**config.mk**
```make
export PLATFORM = sky130hd
export DESIGN_NAME = pwm_handler
export DESIGN_NICKNAME = d
export VERILOG_FILES = /design/src/design/usb_bridge_pkg.sv /design/src/design/pwm_handler.sv
export SDC_FILE = /design/constraint.sdc
export NUM_CORES = 1
export LEC_CHECK = 0
export BUFFER_PORTS_ARGS = -buffer_cell sky130_fd_sc_hd__buf_4
export CORE_MARGIN = 2
export CORE_UTILIZATION = 30
export CTS_CLUSTER_SIZE = 20
export DETAILED_ROUTE_END_ITERATION = 8
export SYNTH_ARGS = -nofsm -noshare
export SYNTH_HDL_FRONTEND = slang
export SYNTH_SLANG_ARGS = --single-unit
```
**constraint.sdc**
```tcl
create_clock -name clk -period 1.65 [get_ports clk]
set_input_delay 0.495 -clock clk [delete_from_list [all_inputs] [get_ports clk]]
set_output_delay 0.495 -clock clk [all_outputs]
set_load 0.05 [all_outputs]
```
**src/design/usb_bridge_pkg.sv**
```systemverilog
package usb_bridge_pkg;

    // ====================
    // Frame constants
    // ====================
    localparam logic [7:0] cmd_sync_0   = 8'hAA;
    localparam logic [7:0] cmd_sync_1   = 8'h55;
    localparam logic [7:0] reply_sync_0 = 8'hAA;
    localparam logic [7:0] reply_sync_1 = 8'h44;
    localparam int         max_payload  = 64;

    // Command codes, also used as reply source ids
    localparam logic [7:0] cmd_pwm    = 8'h01;
    localparam logic [7:0] cmd_sample = 8'h0B;
    localparam logic [7:0] cmd_status = 8'h0C;

    localparam int num_upload_sources = 2;
    localparam int src_idx_w          = $clog2(num_upload_sources);

    // Parser states
    localparam logic [2:0] ps_hunt    = 3'd0;
    localparam logic [2:0] ps_sync    = 3'd1;
    localparam logic [2:0] ps_cmd     = 3'd2;
    localparam logic [2:0] ps_len_hi  = 3'd3;
    localparam logic [2:0] ps_len_lo  = 3'd4;
    localparam logic [2:0] ps_payload = 3'd5;
    localparam logic [2:0] ps_csum    = 3'd6;

    // Reply serializer states
    localparam logic [2:0] rs_idle  = 3'd0;
    localparam logic [2:0] rs_sync0 = 3'd1;
    localparam logic [2:0] rs_sync1 = 3'd2;
    localparam logic [2:0] rs_src   = 3'd3;
    localparam logic [2:0] rs_len   = 3'd4;
    localparam logic [2:0] rs_pay0  = 3'd5;
    localparam logic [2:0] rs_pay1  = 3'd6;
    localparam logic [2:0] rs_csum  = 3'd7;

    // ====================
    // Bus types
    // ====================
    typedef struct packed {
        logic       start;
        logic [7:0] cmd;
        logic [5:0] index;
        logic [7:0] data;
        logic       data_valid;
        logic       done;
        logic       error;
    } cmd_bus_t;

    // First payload byte sits in the high half
    typedef struct packed {
        logic        pending;
        logic [7:0]  source;
        logic [1:0]  len;
        logic [15:0] payload;
    } upload_msg_t;

endpackage

```
**src/design/pwm_handler.sv**
```systemverilog
`timescale 1ns/10ps

module pwm_handler (
    input  logic                     clk,
    input  logic                     rst_n,
    input  usb_bridge_pkg::cmd_bus_t cmd_bus,
    output logic [7:0]               pwm_pins
);

    logic [7:0] duty [8];
    logic [7:0] shadow [8];
    logic [2:0] chan;
    logic [7:0] cnt;
    logic       is_pwm;

    // Command field is held for the whole frame
    assign is_pwm = cmd_bus.cmd == usb_bridge_pkg::cmd_pwm;

    // Shadow duties, written as channel/duty pairs
    always_ff @(posedge clk) begin
        if (cmd_bus.start && is_pwm) begin
            for (int i = 0; i < 8; i++) begin
                shadow[i] <= duty[i];
            end
        end else if (cmd_bus.data_valid && is_pwm) begin
            if (cmd_bus.index[0]) begin
                shadow[chan] <= cmd_bus.data;
            end else begin
                chan <= cmd_bus.data[2:0];
            end
        end
    end

    // Commit on a good frame, error leaves active duties alone
    always_ff @(posedge clk or negedge rst_n) begin
        if (!rst_n) begin
            for (int i = 0; i < 8; i++) begin
                duty[i] <= '0;
            end
            cnt <= '0;
        end else begin
            cnt <= cnt + 8'd1;
            if (cmd_bus.done && is_pwm) begin
                for (int i = 0; i < 8; i++) begin
                    duty[i] <= shadow[i];
                end
            end
        end
    end

    always_comb begin
        for (int i = 0; i < 8; i++) begin
            pwm_pins[i] = cnt < duty[i];
        end
    end

endmodule

```
* Yosys cells after proc, flatten, opt, wreduce, memory -nomap -nowiden
Memories as Yosys holds them, arrays and structs flattened. A register that Yosys moved wholly into a read port is not among the register bits.
Cells that the tools add are included.
** Cells by class
- Add/sub/neg operators :: 1
- Magnitude comparators :: 8
- Equality and inequality tests :: 1
- Multiplexer cells :: 9
- Bitwise operators :: 2
- Reductions and logical operators :: 13
** Operators by type and width (count)
- $lt A8 B8 Y1 :: 8
- $add A8 B1 Y8 const B :: 1
- $eq A8 B1 Y1 const B :: 1
- $logic_not A1 Y1 :: 8
- $mux W8 :: 1
- $reduce_or A8 Y1 :: 1
- $mux W1 :: 7
- $logic_and A1 B1 Y1 :: 3
- $mux W3 :: 1
- $reduce_and A3 Y1 :: 1
- $not A1 Y1 :: 2
** Storage, ports and cells
- Register bits after elaboration :: 11
- RAM bits :: 64
- Word-level logic and storage cells :: 37
- Memories kept :: 1
** Memories
- shadow :: depth 8, bits a word 8, rd ports 8, clocked after memory_dff 8, wr ports 8, RTL line pwm_handler.sv:11 : logic [7:0] shadow [8];

* Logic depth before layout (Yosys ltp)
Gate-level depths: netlist of run 1.
- Depth after elaboration :: 7
- Mapped depth :: 5
- Gate-level depth less buffers :: 5

* Worst setup path before layout of run 1
OpenSTA, ideal clock, no wires.
- Path kind :: register to output
- Start point :: register cnt[1]
- End point :: output pwm_pins[0]
- Arrival time :: 1965 ps
- Slack :: -810 ps
- Stages on the path, launching flop included :: 4
- Buffers on the path :: 0
- Cell sequence :: dfrtp_1 ha_1 a2111o_1 a31oi_1
** On the way
- Word-level cells in the longest chain between the ends :: 1
** Ends and longest elaborated chain
- from (decl) :: RTL line pwm_handler.sv:13 : logic [7:0] cnt;
- from (signal assigned) :: RTL line pwm_handler.sv:42 : cnt <= cnt + 8'd1;
- $lt A8 B8 Y1 :: RTL line pwm_handler.sv:53 : pwm_pins[i] = cnt < duty[i];
- to (decl) :: RTL line pwm_handler.sv:7 : output logic [7:0] pwm_pins
No other way between the ends.

* Worst setup path after layout of run 1
- Start point :: register cnt[1]
- End point :: output pwm_pins[1]
Same word-level chain as after synthesis.

==> flow_summary_export.csv, run 1 <==
group,metric,value,unit
status,outcome,"finished with violations",
status,violations,"setup timing",
synthesis,syn_area,7090,sq um
critical_path,crit-reg2reg-launch,"chan[0]",
flow_run,drv_cap,0,
critical_path,arrival,2.02,ns
synthesis,synth-seq-area-share,53.8,%
floorplan,rows,56,
clocking,clk_path_buf_depth,2,
critical_path,crit_type,"reg -> out",
floorplan,core-area,23300,sq um
place,place_congestion,0.779,
floorplan,die_area,24900,sq um
timing,finalWorstSetupSlack,-0.863,ns
timing,worstMarginPinSlew,0.418,ns
synthesis,synth_cells,530,
timing,max_freq,398,MHz
timing,slew_headroom,71.9,%
grt,grt_max_degree,28,
drt,wl,18300,um
finish,diodes,0,
synthesis,syn_nets,615,
power,power,8.49,mW
timing,period_share,152,%
power,peakVddDrop,0.757,mV
drt,wl_per_cell,18.0,um
floorplan,start_util,30.4,%
clocking,cts_tree,"built",
grt,grt_usage,15.8,%
timing,fin_skew,0.00561,ns
critical_path,r2r_slack,-0.10,ns
critical_path,rr_endpoint,"shadow[6][1]",
synthesis,synth-seq-cells,139,
drt,firstDrtPassIters,4,
finish,area_growth,42.5,%
synthesis,ys_warn_count,0,
timing,setup_violations,48,
drt,via_per_inst,4.64,
timing,slew_violations,0,
finish,fill_cells,2109,
grt,grt_pass1_vias,5130,
drt,routed-via-count,4715,
drt,ant_nets,0,
drt,dr.first_iter.drc_count,225,
hold_path,hold_path.class,"in -> async",
place,hpwl,12600,um
timing,holdWs,0.000739,ns
critical_path,reg2regPathDepth,5,
grt,antenna_found_initial,1,
critical_path,cp_max_fo,3,
clocking,hold_buffers,0,
place,portBuffers,29,
synthesis,synth.top_cells.by_area,"edfxtp_1, dfrtp_1, mux2_2, ha_1, mux2_1",
timing,rsz0062_at_grt,"true",
power,power_per_cell_area,841,nW/um^2
floorplan,die_h,158,um
floorplan,io_pins,36,
clocking,clock_latency,0.43,ns
timing,finalCriticalPeriod,2.51,ns
floorplan,die_w,158,um
finish,regArea,3820,sq um
critical_path,worstSetupEndpointType,"output port",
synthesis,yosys.area.top_type,"edfxtp_1",
synthesis,yosysUniqueCellTypes,29,
critical_path,crit_path_start_kind,"flop",
grt,grt_pass1_wl,28900,um
clocking,clockRootBuffer,"clkbuf_16",
timing,finalHoldViolations,0,
synthesis,synth.avg_cell_area,13.4,sq um
clocking,cts_buffers,17,
grt,overflow,0,
drt,drc,0,
place,place_ws,-0.518,ns
finish,layout-drive-gt1-share,50.8,%
clocking,clkTransAtPathRegs,0.06,ns
clocking,cts_sinks,139,
synthesis,synth_top_area_share,28.4,%
finish,multi_input_area,3680,sq um
clocking,htree_levels,4,
critical_path,worstPathRequired,1.15,ns
power,p_leak,4.58,nW
finish,layout.nets,769,
-- sequential cells by signal (all words and copies together), names as in the netlist --
| signal | cells |
|---|---|
| chan | 3 |
| cnt | 8 |
| duty | 64 |
| shadow | 64 |
-- routing by layer --
layer  GRT usage (%)  part of all wire [%]
met5               0                     0
met4            5.06                   1.5
met3            3.15                   2.9
met2            26.1                    49
met1            20.8                    46
-- synthesized netlist by cell type (all sizes together) --
master	n
xor2	1
edfxtp	67
and3	2
a2111o	8
inv	57
o21ai	16
nand2	17
and2	1
nor2b	2
xnor2	5
and4b	1
a21oi	24
nor4	1
nand2b	16
dfrtp	72
nor2	17
nand3	6
and4	1
nor4b	2
clkbuf	1
a31oi	8
mux2	128
ha	57
nor4bb	1
buf	12
nand4	7
-- layout make-up --
cell class                      count  share of cell area [%]
Timing Repair Buffer              148                    13.7
Clock inverter                     11                    1.16
Multi-Input combinational cell    321                    36.5
Sequential cell                   139                    37.8
Tap cell                          319                    3.95
Clock buffer                       21                    4.76
Inverter                           57                    2.12
-- repair_timing --
| action | CTS | global route |
|---|---|---|
| endpoints found under the setup margin | 107 | 99 |
| gates resized for setup | 19 | 25 |
| pin swaps | 13 | 12 |
| gates cloned | 0 | 0 |
| setup buffers | 3 | 6 |
-- cell families after synthesis --
kind of cell | synth area share [%]
AO/OA/AOI/OAI | 4.80
XOR/XNOR | 0.741
adder cells (fa/ha/maj) | 10.1
buffers and inverters | 4.02
flip-flops | 53.8
multiplexers | 20.3
AND/OR/NAND/NOR | 6.23
-- how the worst max path moves through the flow --
stage,from,endpoint,slack [ns],cells after the start
2_1_floorplan,cnt[1],pwm_pins[6],-0.33,3
3_3_place_gp,cmd_bus[18],chan[0],-0.48,6
3_5_place_dp,cmd_bus[18],chan[0],-0.52,6
4_1_cts,cnt[1],pwm_pins[1],-0.89,5
5_1_grt,cnt[1],pwm_pins[1],-0.91,5
6_report,cnt[1],pwm_pins[1],-0.86,5
-- stage by stage --
stage / cells / instance area (sq um) / TNS [ns] / util (%)
3_3_place_gp: 975 / 9230 / -78.87 / 39.6
5_1_grt: 1016 / 10100 / -13.00 / 43.3
3_5_place_dp: 975 / 9230 / -78.31 / 39.6
6_report: 1016 / 10100 / -9.17 / 43.3
4_1_cts: 1010 / 9970 / -9.55 / 42.7
2_1_floorplan: 530 / 7750 / -20.44 / -
-- where the power goes --
part | internal [mW] | switching, mW
Sequential | 3.71 | 0.0421
Clock | 2.37 | 1.47
Combinational | 0.452 | 0.450
-- cell usage in the layout (no fill, tap or decap), types with 3 or more instances in the layout --
master	n
a21oi_4	3
inv_1	57
clkinv_2	3
mux2_4	70
edfxtp_1	67
buf_6	17
a21oi_2	5
a31oi_4	8
nand2b_1	16
nand4_4	7
a21oi_1	16
buf_4	114
nand2_1	16
ha_1	52
ha_4	5
mux2_2	58
clkbuf_8	4
buf_12	17
clkinvlp_4	4
nand3_1	5
o21ai_0	7
a2111o_1	8
o21ai_1	9
dfrtp_1	70
xnor2_1	5
nor2_1	9
nor2_4	8
clkbuf_16	17
-- critical path: stages, from the launching register on --
cell and delay (ns):
dfrtp_2 0.42, buf_6 0.14, ha_4 0.20, a2111o_1 0.44, a31oi_4 0.21, buf_6 0.18
No activity file was read; power rests on OpenSTA's default activity.
==> run 2, diff against run 1 <==
--- a/config.mk
+++ b/config.mk
@@ -10,6 +10,7 @@
 export CORE_UTILIZATION = 30
 export CTS_CLUSTER_SIZE = 20
 export DETAILED_ROUTE_END_ITERATION = 8
+export HOLD_SLACK_MARGIN = 0.08
 export SYNTH_ARGS = -nofsm -noshare
 export SYNTH_HDL_FRONTEND = slang
 export SYNTH_SLANG_ARGS = --single-unit
==> run 2 against run 1 <==
  * Sequential power about the same
  * Hold slack better by 0.41 ns
  * Clock power about the same
  * Largest cell class unchanged
  * Global-route usage about the same
  * Total power about the same
  * Wire length about the same
  * The flow still finishes with violations (setup timing)
  * Maximum frequency about the same
  * First-iteration DRC count down 0.89%
  * Worst setup slack worse by 0.00075 ns
  * Sequential cell count unchanged
==> flow_summary_export.csv, run 2 (synthesis results as in run 1) <==
group,metric,value,unit
timing,fin_skew,0.00561,ns
finish,biggestRegsByFlops,"duty (64), shadow (64), cnt (8)",
grt,grt_pass1_wl,29000,um
timing,finalCriticalPeriod,2.51,ns
place,place_ws,-0.518,ns
hold_path,worstHoldPathCells,1,
critical_path,crit_path_start_kind,"flop",
finish,diodes,0,
clocking,htree_levels,4,
clocking,cts_buffers,17,
critical_path,worstPathRequired,1.15,ns
power,p_leak,4.58,nW
grt,grt_pass1_vias,5138,
drt,firstDrtPassIters,4,
timing,slew_headroom,71.9,%
power,peakVddDrop,0.757,mV
critical_path,r2r_slack,-0.10,ns
floorplan,core-area,23300,sq um
timing,tns,-9.17,ns
drt,drc,0,
clocking,cts_sinks,139,
place,portBuffers,29,
grt,grt_max_degree,28,
finish,final_cell_mix,"buf_4, mux2_4, dfrtp_1, edfxtp_1, mux2_2",
floorplan,die_h,158,um
clocking,cts_tree,"built",
floorplan,rows,56,
critical_path,crit_type,"reg -> out",
finish,final_common_cell,"buf_4",
timing,finalHoldViolations,0,
hold_path,worstHoldStart,"cmd_bus[3]",
critical_path,cp_max_fo,3,
timing,rsz0062_at_grt,"true",
clocking,clk_path_buf_depth,2,
grt,overflow,0,
floorplan,start_util,30.4,%
power,power_per_cell_area,841,nW/um^2
floorplan,die_area,24900,sq um
drt,wl_per_cell,18.0,um
timing,max_freq,398,MHz
clocking,clockRootBuffer,"clkbuf_16",
finish,regArea,3820,sq um
hold_path,hold_path.class,"in -> reg",
grt,antenna_found_initial,1,
floorplan,io_pins,36,
finish,final_area,10100,sq um
timing,worstMarginPinSlew,0.418,ns
finish,fill_cells,2109,
timing,period_share,152,%
finish,multi_input_area,3680,sq um
place,place_congestion,0.779,
clocking,clkTransAtPathRegs,0.06,ns
clocking,clock_latency,0.43,ns
place,hpwl,12600,um
critical_path,worstSetupEndpointType,"output port",
status,violations,"setup timing",
finish,layout.nets,770,
drt,ant_nets,0,
drt,routed-via-count,4725,
critical_path,rr_endpoint,"shadow[6][1]",
status,outcome,"finished with violations",
drt,via_per_inst,4.65,
finish,post-route-util,43.3,%
critical_path,arrival,2.02,ns
timing,finalWorstSetupSlack,-0.864,ns
drt,dr.first_iter.drc_count,223,
critical_path,crit-reg2reg-launch,"chan[0]",
floorplan,die_w,158,um
finish,layout-drive-gt1-share,50.7,%
timing,holdWs,0.414,ns
hold_path,whs_endpoint,"chan[0]",
timing,slew_violations,0,
grt,grt_usage,15.8,%
place,placed_area,9230,sq um
flow_run,drv_cap,0,
timing,setup_violations,48,
critical_path,reg2regPathDepth,5,
drt,wl,18300,um
finish,area_growth,42.6,%
run 2: cell types whose count changed in the layout (fill, tap and decap cells not counted):
cell and delta:
dlygate4sd3_1 +1
run 2: layer usage:
| metal | track usage, % | part of all wire, % | vias up |
|---|---|---|---|
| met5 | 0 | 0 | - |
| met4 | 5.06 | 1.5 | 0 |
| met3 | 3.15 | 2.9 | 19 |
| met2 | 26.1 | 49 | 61 |
| met1 | 20.8 | 46 | 2408 |
| li1 | - | - | 2237 |
run 2: metrics by stage:
step	std cells	power [mW]
2_1_floorplan	530	4.29
3_3_place_gp	975	4.66
3_5_place_dp	975	4.68
4_1_cts	1011	8.57
5_1_grt	1017	8.83
6_report	1017	8.50
run 2: power by group:
part           internal (mW)  total, mW  switching, mW
clock network           2.37       3.84           1.47
registers               3.71       3.75         0.0420
logic                  0.454      0.904          0.451
run 2: final cells by class:
type	instances	share of cell area, %
clock buffer	21	4.75
clock inverter	11	1.16
sequential	139	37.8
inverter	57	2.12
timing repair buffer	149	13.8
multi-input combinational	321	36.4
tap	319	3.95
run 2: worst max-delay path: stages (launching register included):
cell	delay, ns
dfrtp_2	0.42
buf_6	0.14
ha_4	0.20
a2111o_1	0.44
a31oi_4	0.21
buf_6	0.18
run 2: worst max-delay path by stage:
| stage | from | depth (start not counted) | endpoint |
|---|---|---|---|
| 3_3_place_gp | cmd_bus[18] | 6 | chan[0] |
| 6_report | cnt[1] | 5 | pwm_pins[1] |
| 4_1_cts | cnt[1] | 5 | pwm_pins[1] |
| 3_5_place_dp | cmd_bus[18] | 6 | chan[0] |
| 5_1_grt | cnt[1] | 5 | pwm_pins[1] |
| 2_1_floorplan | cnt[1] | 3 | pwm_pins[6] |
run 2: what timing repair did:
action,CTS,global route
gates resized for setup,19,25
buffers inserted,3,6
pin swaps,13,12
hold buffers,1,0
setup endpoints to repair,107,99
endpoints found under the hold margin,23,0
gates cloned,0,0
==> run 3, diff against run 2 <==
--- a/config.mk
+++ b/config.mk
@@ -6,11 +6,14 @@
 export NUM_CORES = 1
 export LEC_CHECK = 0
 export BUFFER_PORTS_ARGS = -buffer_cell sky130_fd_sc_hd__buf_4
+export CELL_PAD_IN_SITES_DETAIL_PLACEMENT = 0
+export CELL_PAD_IN_SITES_GLOBAL_PLACEMENT = 1
 export CORE_MARGIN = 2
 export CORE_UTILIZATION = 30
 export CTS_CLUSTER_SIZE = 20
 export DETAILED_ROUTE_END_ITERATION = 8
 export HOLD_SLACK_MARGIN = 0.08
+export PLACE_DENSITY_LB_ADDON = 0.1
 export SYNTH_ARGS = -nofsm -noshare
 export SYNTH_HDL_FRONTEND = slang
 export SYNTH_SLANG_ARGS = --single-unit
==> run 3 against run 2 <==
  * The flow still finishes with violations (setup timing)
  * Final area is 0.47% higher
  * Die area stayed put
  * Clock skew is 0.0020 ns higher
  * Cell count stayed put
  * Count of clock-buffer cells in the layout is 2 higher
  * Hold slack better by 0.0046 ns
  * Via count is 1.6% lower
  * Register-to-register slack worse by 0.03 ns
  * Sequential power hardly changed
  * Utilization is 0.20 points higher
  * Wire length is 2.5% higher
  * First-iteration DRC count is 34% lower
  * Critical path type unchanged
  * Critical endpoint is now pwm_pins[5]
==> flow_summary_export.csv, run 3 (synthesis results as in run 1) <==
group,metric,value,unit
critical_path,cpPeakStageDelay,0.44,ns
floorplan,start_util,30.4,%
floorplan,die_area,24900,sq um
place,place_congestion,0.754,
clocking,clkTransAtPathRegs,0.06,ns
critical_path,rr_endpoint,"shadow[6][1]",
finish,area_growth,43.3,%
floorplan,rows,56,
critical_path,r2r_slack,-0.13,ns
hold_path,worstHoldStart,"cmd_bus[3]",
drt,wl_per_cell,18.4,um
finish,diodes,0,
drt,firstDrtPassIters,4,
flow_run,drv_cap,0,
status,outcome,"finished with violations",
critical_path,cpLargestDelayFamily,"compound AO/OA/AOI/OAI gates",
grt,grt_max_degree,32,
critical_path,arrival,2.00,ns
critical_path,reg2regPathDepth,5,
drt,routed-via-count,4649,
hold_path,worstHoldPathCells,1,
critical_path,crit_path_start_kind,"flop",
timing,fin_skew,0.00764,ns
power,power,8.16,mW
clocking,htree_levels,4,
grt,overflow,0,
timing,period_share,151,%
critical_path,crit_type,"reg -> out",
critical_path,worstPathRequired,1.15,ns
timing,worstMarginPinSlew,0.381,ns
critical_path,critical_path.cell_chain,"buf_6 -> ha_4 -> a2111o_1 -> a31oi_4 -> buf_6",
place,hpwl,12500,um
critical_path,cp_max_fo,3,
finish,biggestRegsByFlops,"duty (64), shadow (64), cnt (8)",
grt,grt_pass1_wl,29100,um
timing,slew_headroom,74.6,%
critical_path,crit-reg2reg-launch,"chan[0]",
hold_path,hold_path.class,"in -> reg",
grt,antenna_found_initial,1,
timing,max_freq,401,MHz
grt,grt_pass1_vias,4951,
timing,setup_violations,56,
drt,dr.first_iter.drc_count,147,
critical_path,worstSetupEndpointType,"output port",
floorplan,io_pins,36,
clocking,cts_tree,"built",
timing,finalWorstSetupSlack,-0.847,ns
drt,via_per_inst,4.57,
status,violations,"setup timing",
critical_path,critPathBufInv,2,
power,p_leak,4.59,nW
timing,slew_violations,0,
drt,drc,0,
drt,wl,18700,um
timing,tns,-10.20,ns
critical_path,crit_top_cell,"buf_6",
hold_path,whs_endpoint,"chan[0]",
power,peakVddDrop,0.490,mV
finish,layout-drive-gt1-share,50.6,%
grt,grt_usage,16.3,%
power,power_per_cell_area,804,nW/um^2
drt,ant_nets,0,
clocking,clockRootBuffer,"clkbuf_16",
floorplan,die_w,158,um
finish,layout.nets,770,
clocking,clock_latency,0.42,ns
finish,final_cell_mix,"buf_4, mux2_4, dfrtp_1, edfxtp_1",
floorplan,core-area,23300,sq um
timing,finalCriticalPeriod,2.50,ns
finish,final_common_cell,"buf_4",
clocking,cts_sinks,139,
floorplan,die_h,158,um
timing,rsz0062_at_grt,"true",
place,portBuffers,29,
clocking,clk_path_buf_depth,2,
timing,holdWs,0.419,ns
timing,finalHoldViolations,0,
clocking,cts_buffers,17,
critical_path,critical-path-slowest-cell,"a2111o_1",
finish,post-route-util,43.5,%
-- run 3: routing by layer --
layer  vias up  global-route usage, %  wire [um]
li1       2237                      -          -
met1      2354                   21.5       8900
met2        45                   27.5       9310
met3        13                   3.18        362
met4         0                   3.90        156
met5         -                      0          0
-- run 3: worst max-delay path by stage --
| stage | from | end | slack [ns] | cells after the start |
|---|---|---|---|---|
| global placement | cmd_bus[22] | shadow[7][5] | -0.47 | 6 |
| floorplan | cnt[1] | pwm_pins[6] | -0.33 | 3 |
| global route | cnt[1] | pwm_pins[5] | -0.92 | 5 |
| detailed placement | cmd_bus[22] | shadow[7][0] | -0.47 | 6 |
| CTS | cnt[1] | pwm_pins[5] | -0.89 | 5 |
| finish | cnt[1] | pwm_pins[5] | -0.85 | 5 |
-- run 3: final cells by class --
cell class / instances / area (sq um)
Fill cell: 2157 / 13200
Sequential cell: 139 / 3810
Multi-Input combinational cell: 321 / 3720
Timing Repair Buffer: 149 / 1480
Clock buffer: 23 / 458
Tap cell: 319 / 399
Inverter: 57 / 214
Clock inverter: 9 / 72.6
-- run 3: worst reg2reg max path, stage by stage, from the launching register on --
cell,delay [ns]
edfxtp_1,0.40
nor4bb_2,0.27
buf_4,0.17
buf_12,0.14
nand4_4,0.19
mux2_4,0.36
-- run 3: power breakdown --
part,internal (mW),switching [mW],leakage [nW]
sequential,3.71,0.0410,1.61
combinational,0.449,0.440,2.73
clock,2.09,1.43,0.264
total,6.25,1.91,4.59
-- run 3: stage by stage --
stage | setup WS [ns] | instance area (sq um) | instances
2_1_floorplan | -0.333 | 7750 | 530
3_3_place_gp | -0.466 | 9290 | 973
3_5_place_dp | -0.469 | 9290 | 973
4_1_cts | -0.891 | 10000 | 1011
5_1_grt | -0.923 | 10200 | 1017
6_report | -0.847 | 10200 | 1017
-- run 3: timing repair --
action / 4_1_cts / 5_1_grt
cloned: 0 / 0
endpoints found under the hold margin: 22 / 0
hold buffers: 1 / 0
pin swaps: 10 / 11
buffers inserted: 5 / 6
gates resized for setup: 19 / 29
setup endpoints to repair: 70 / 104
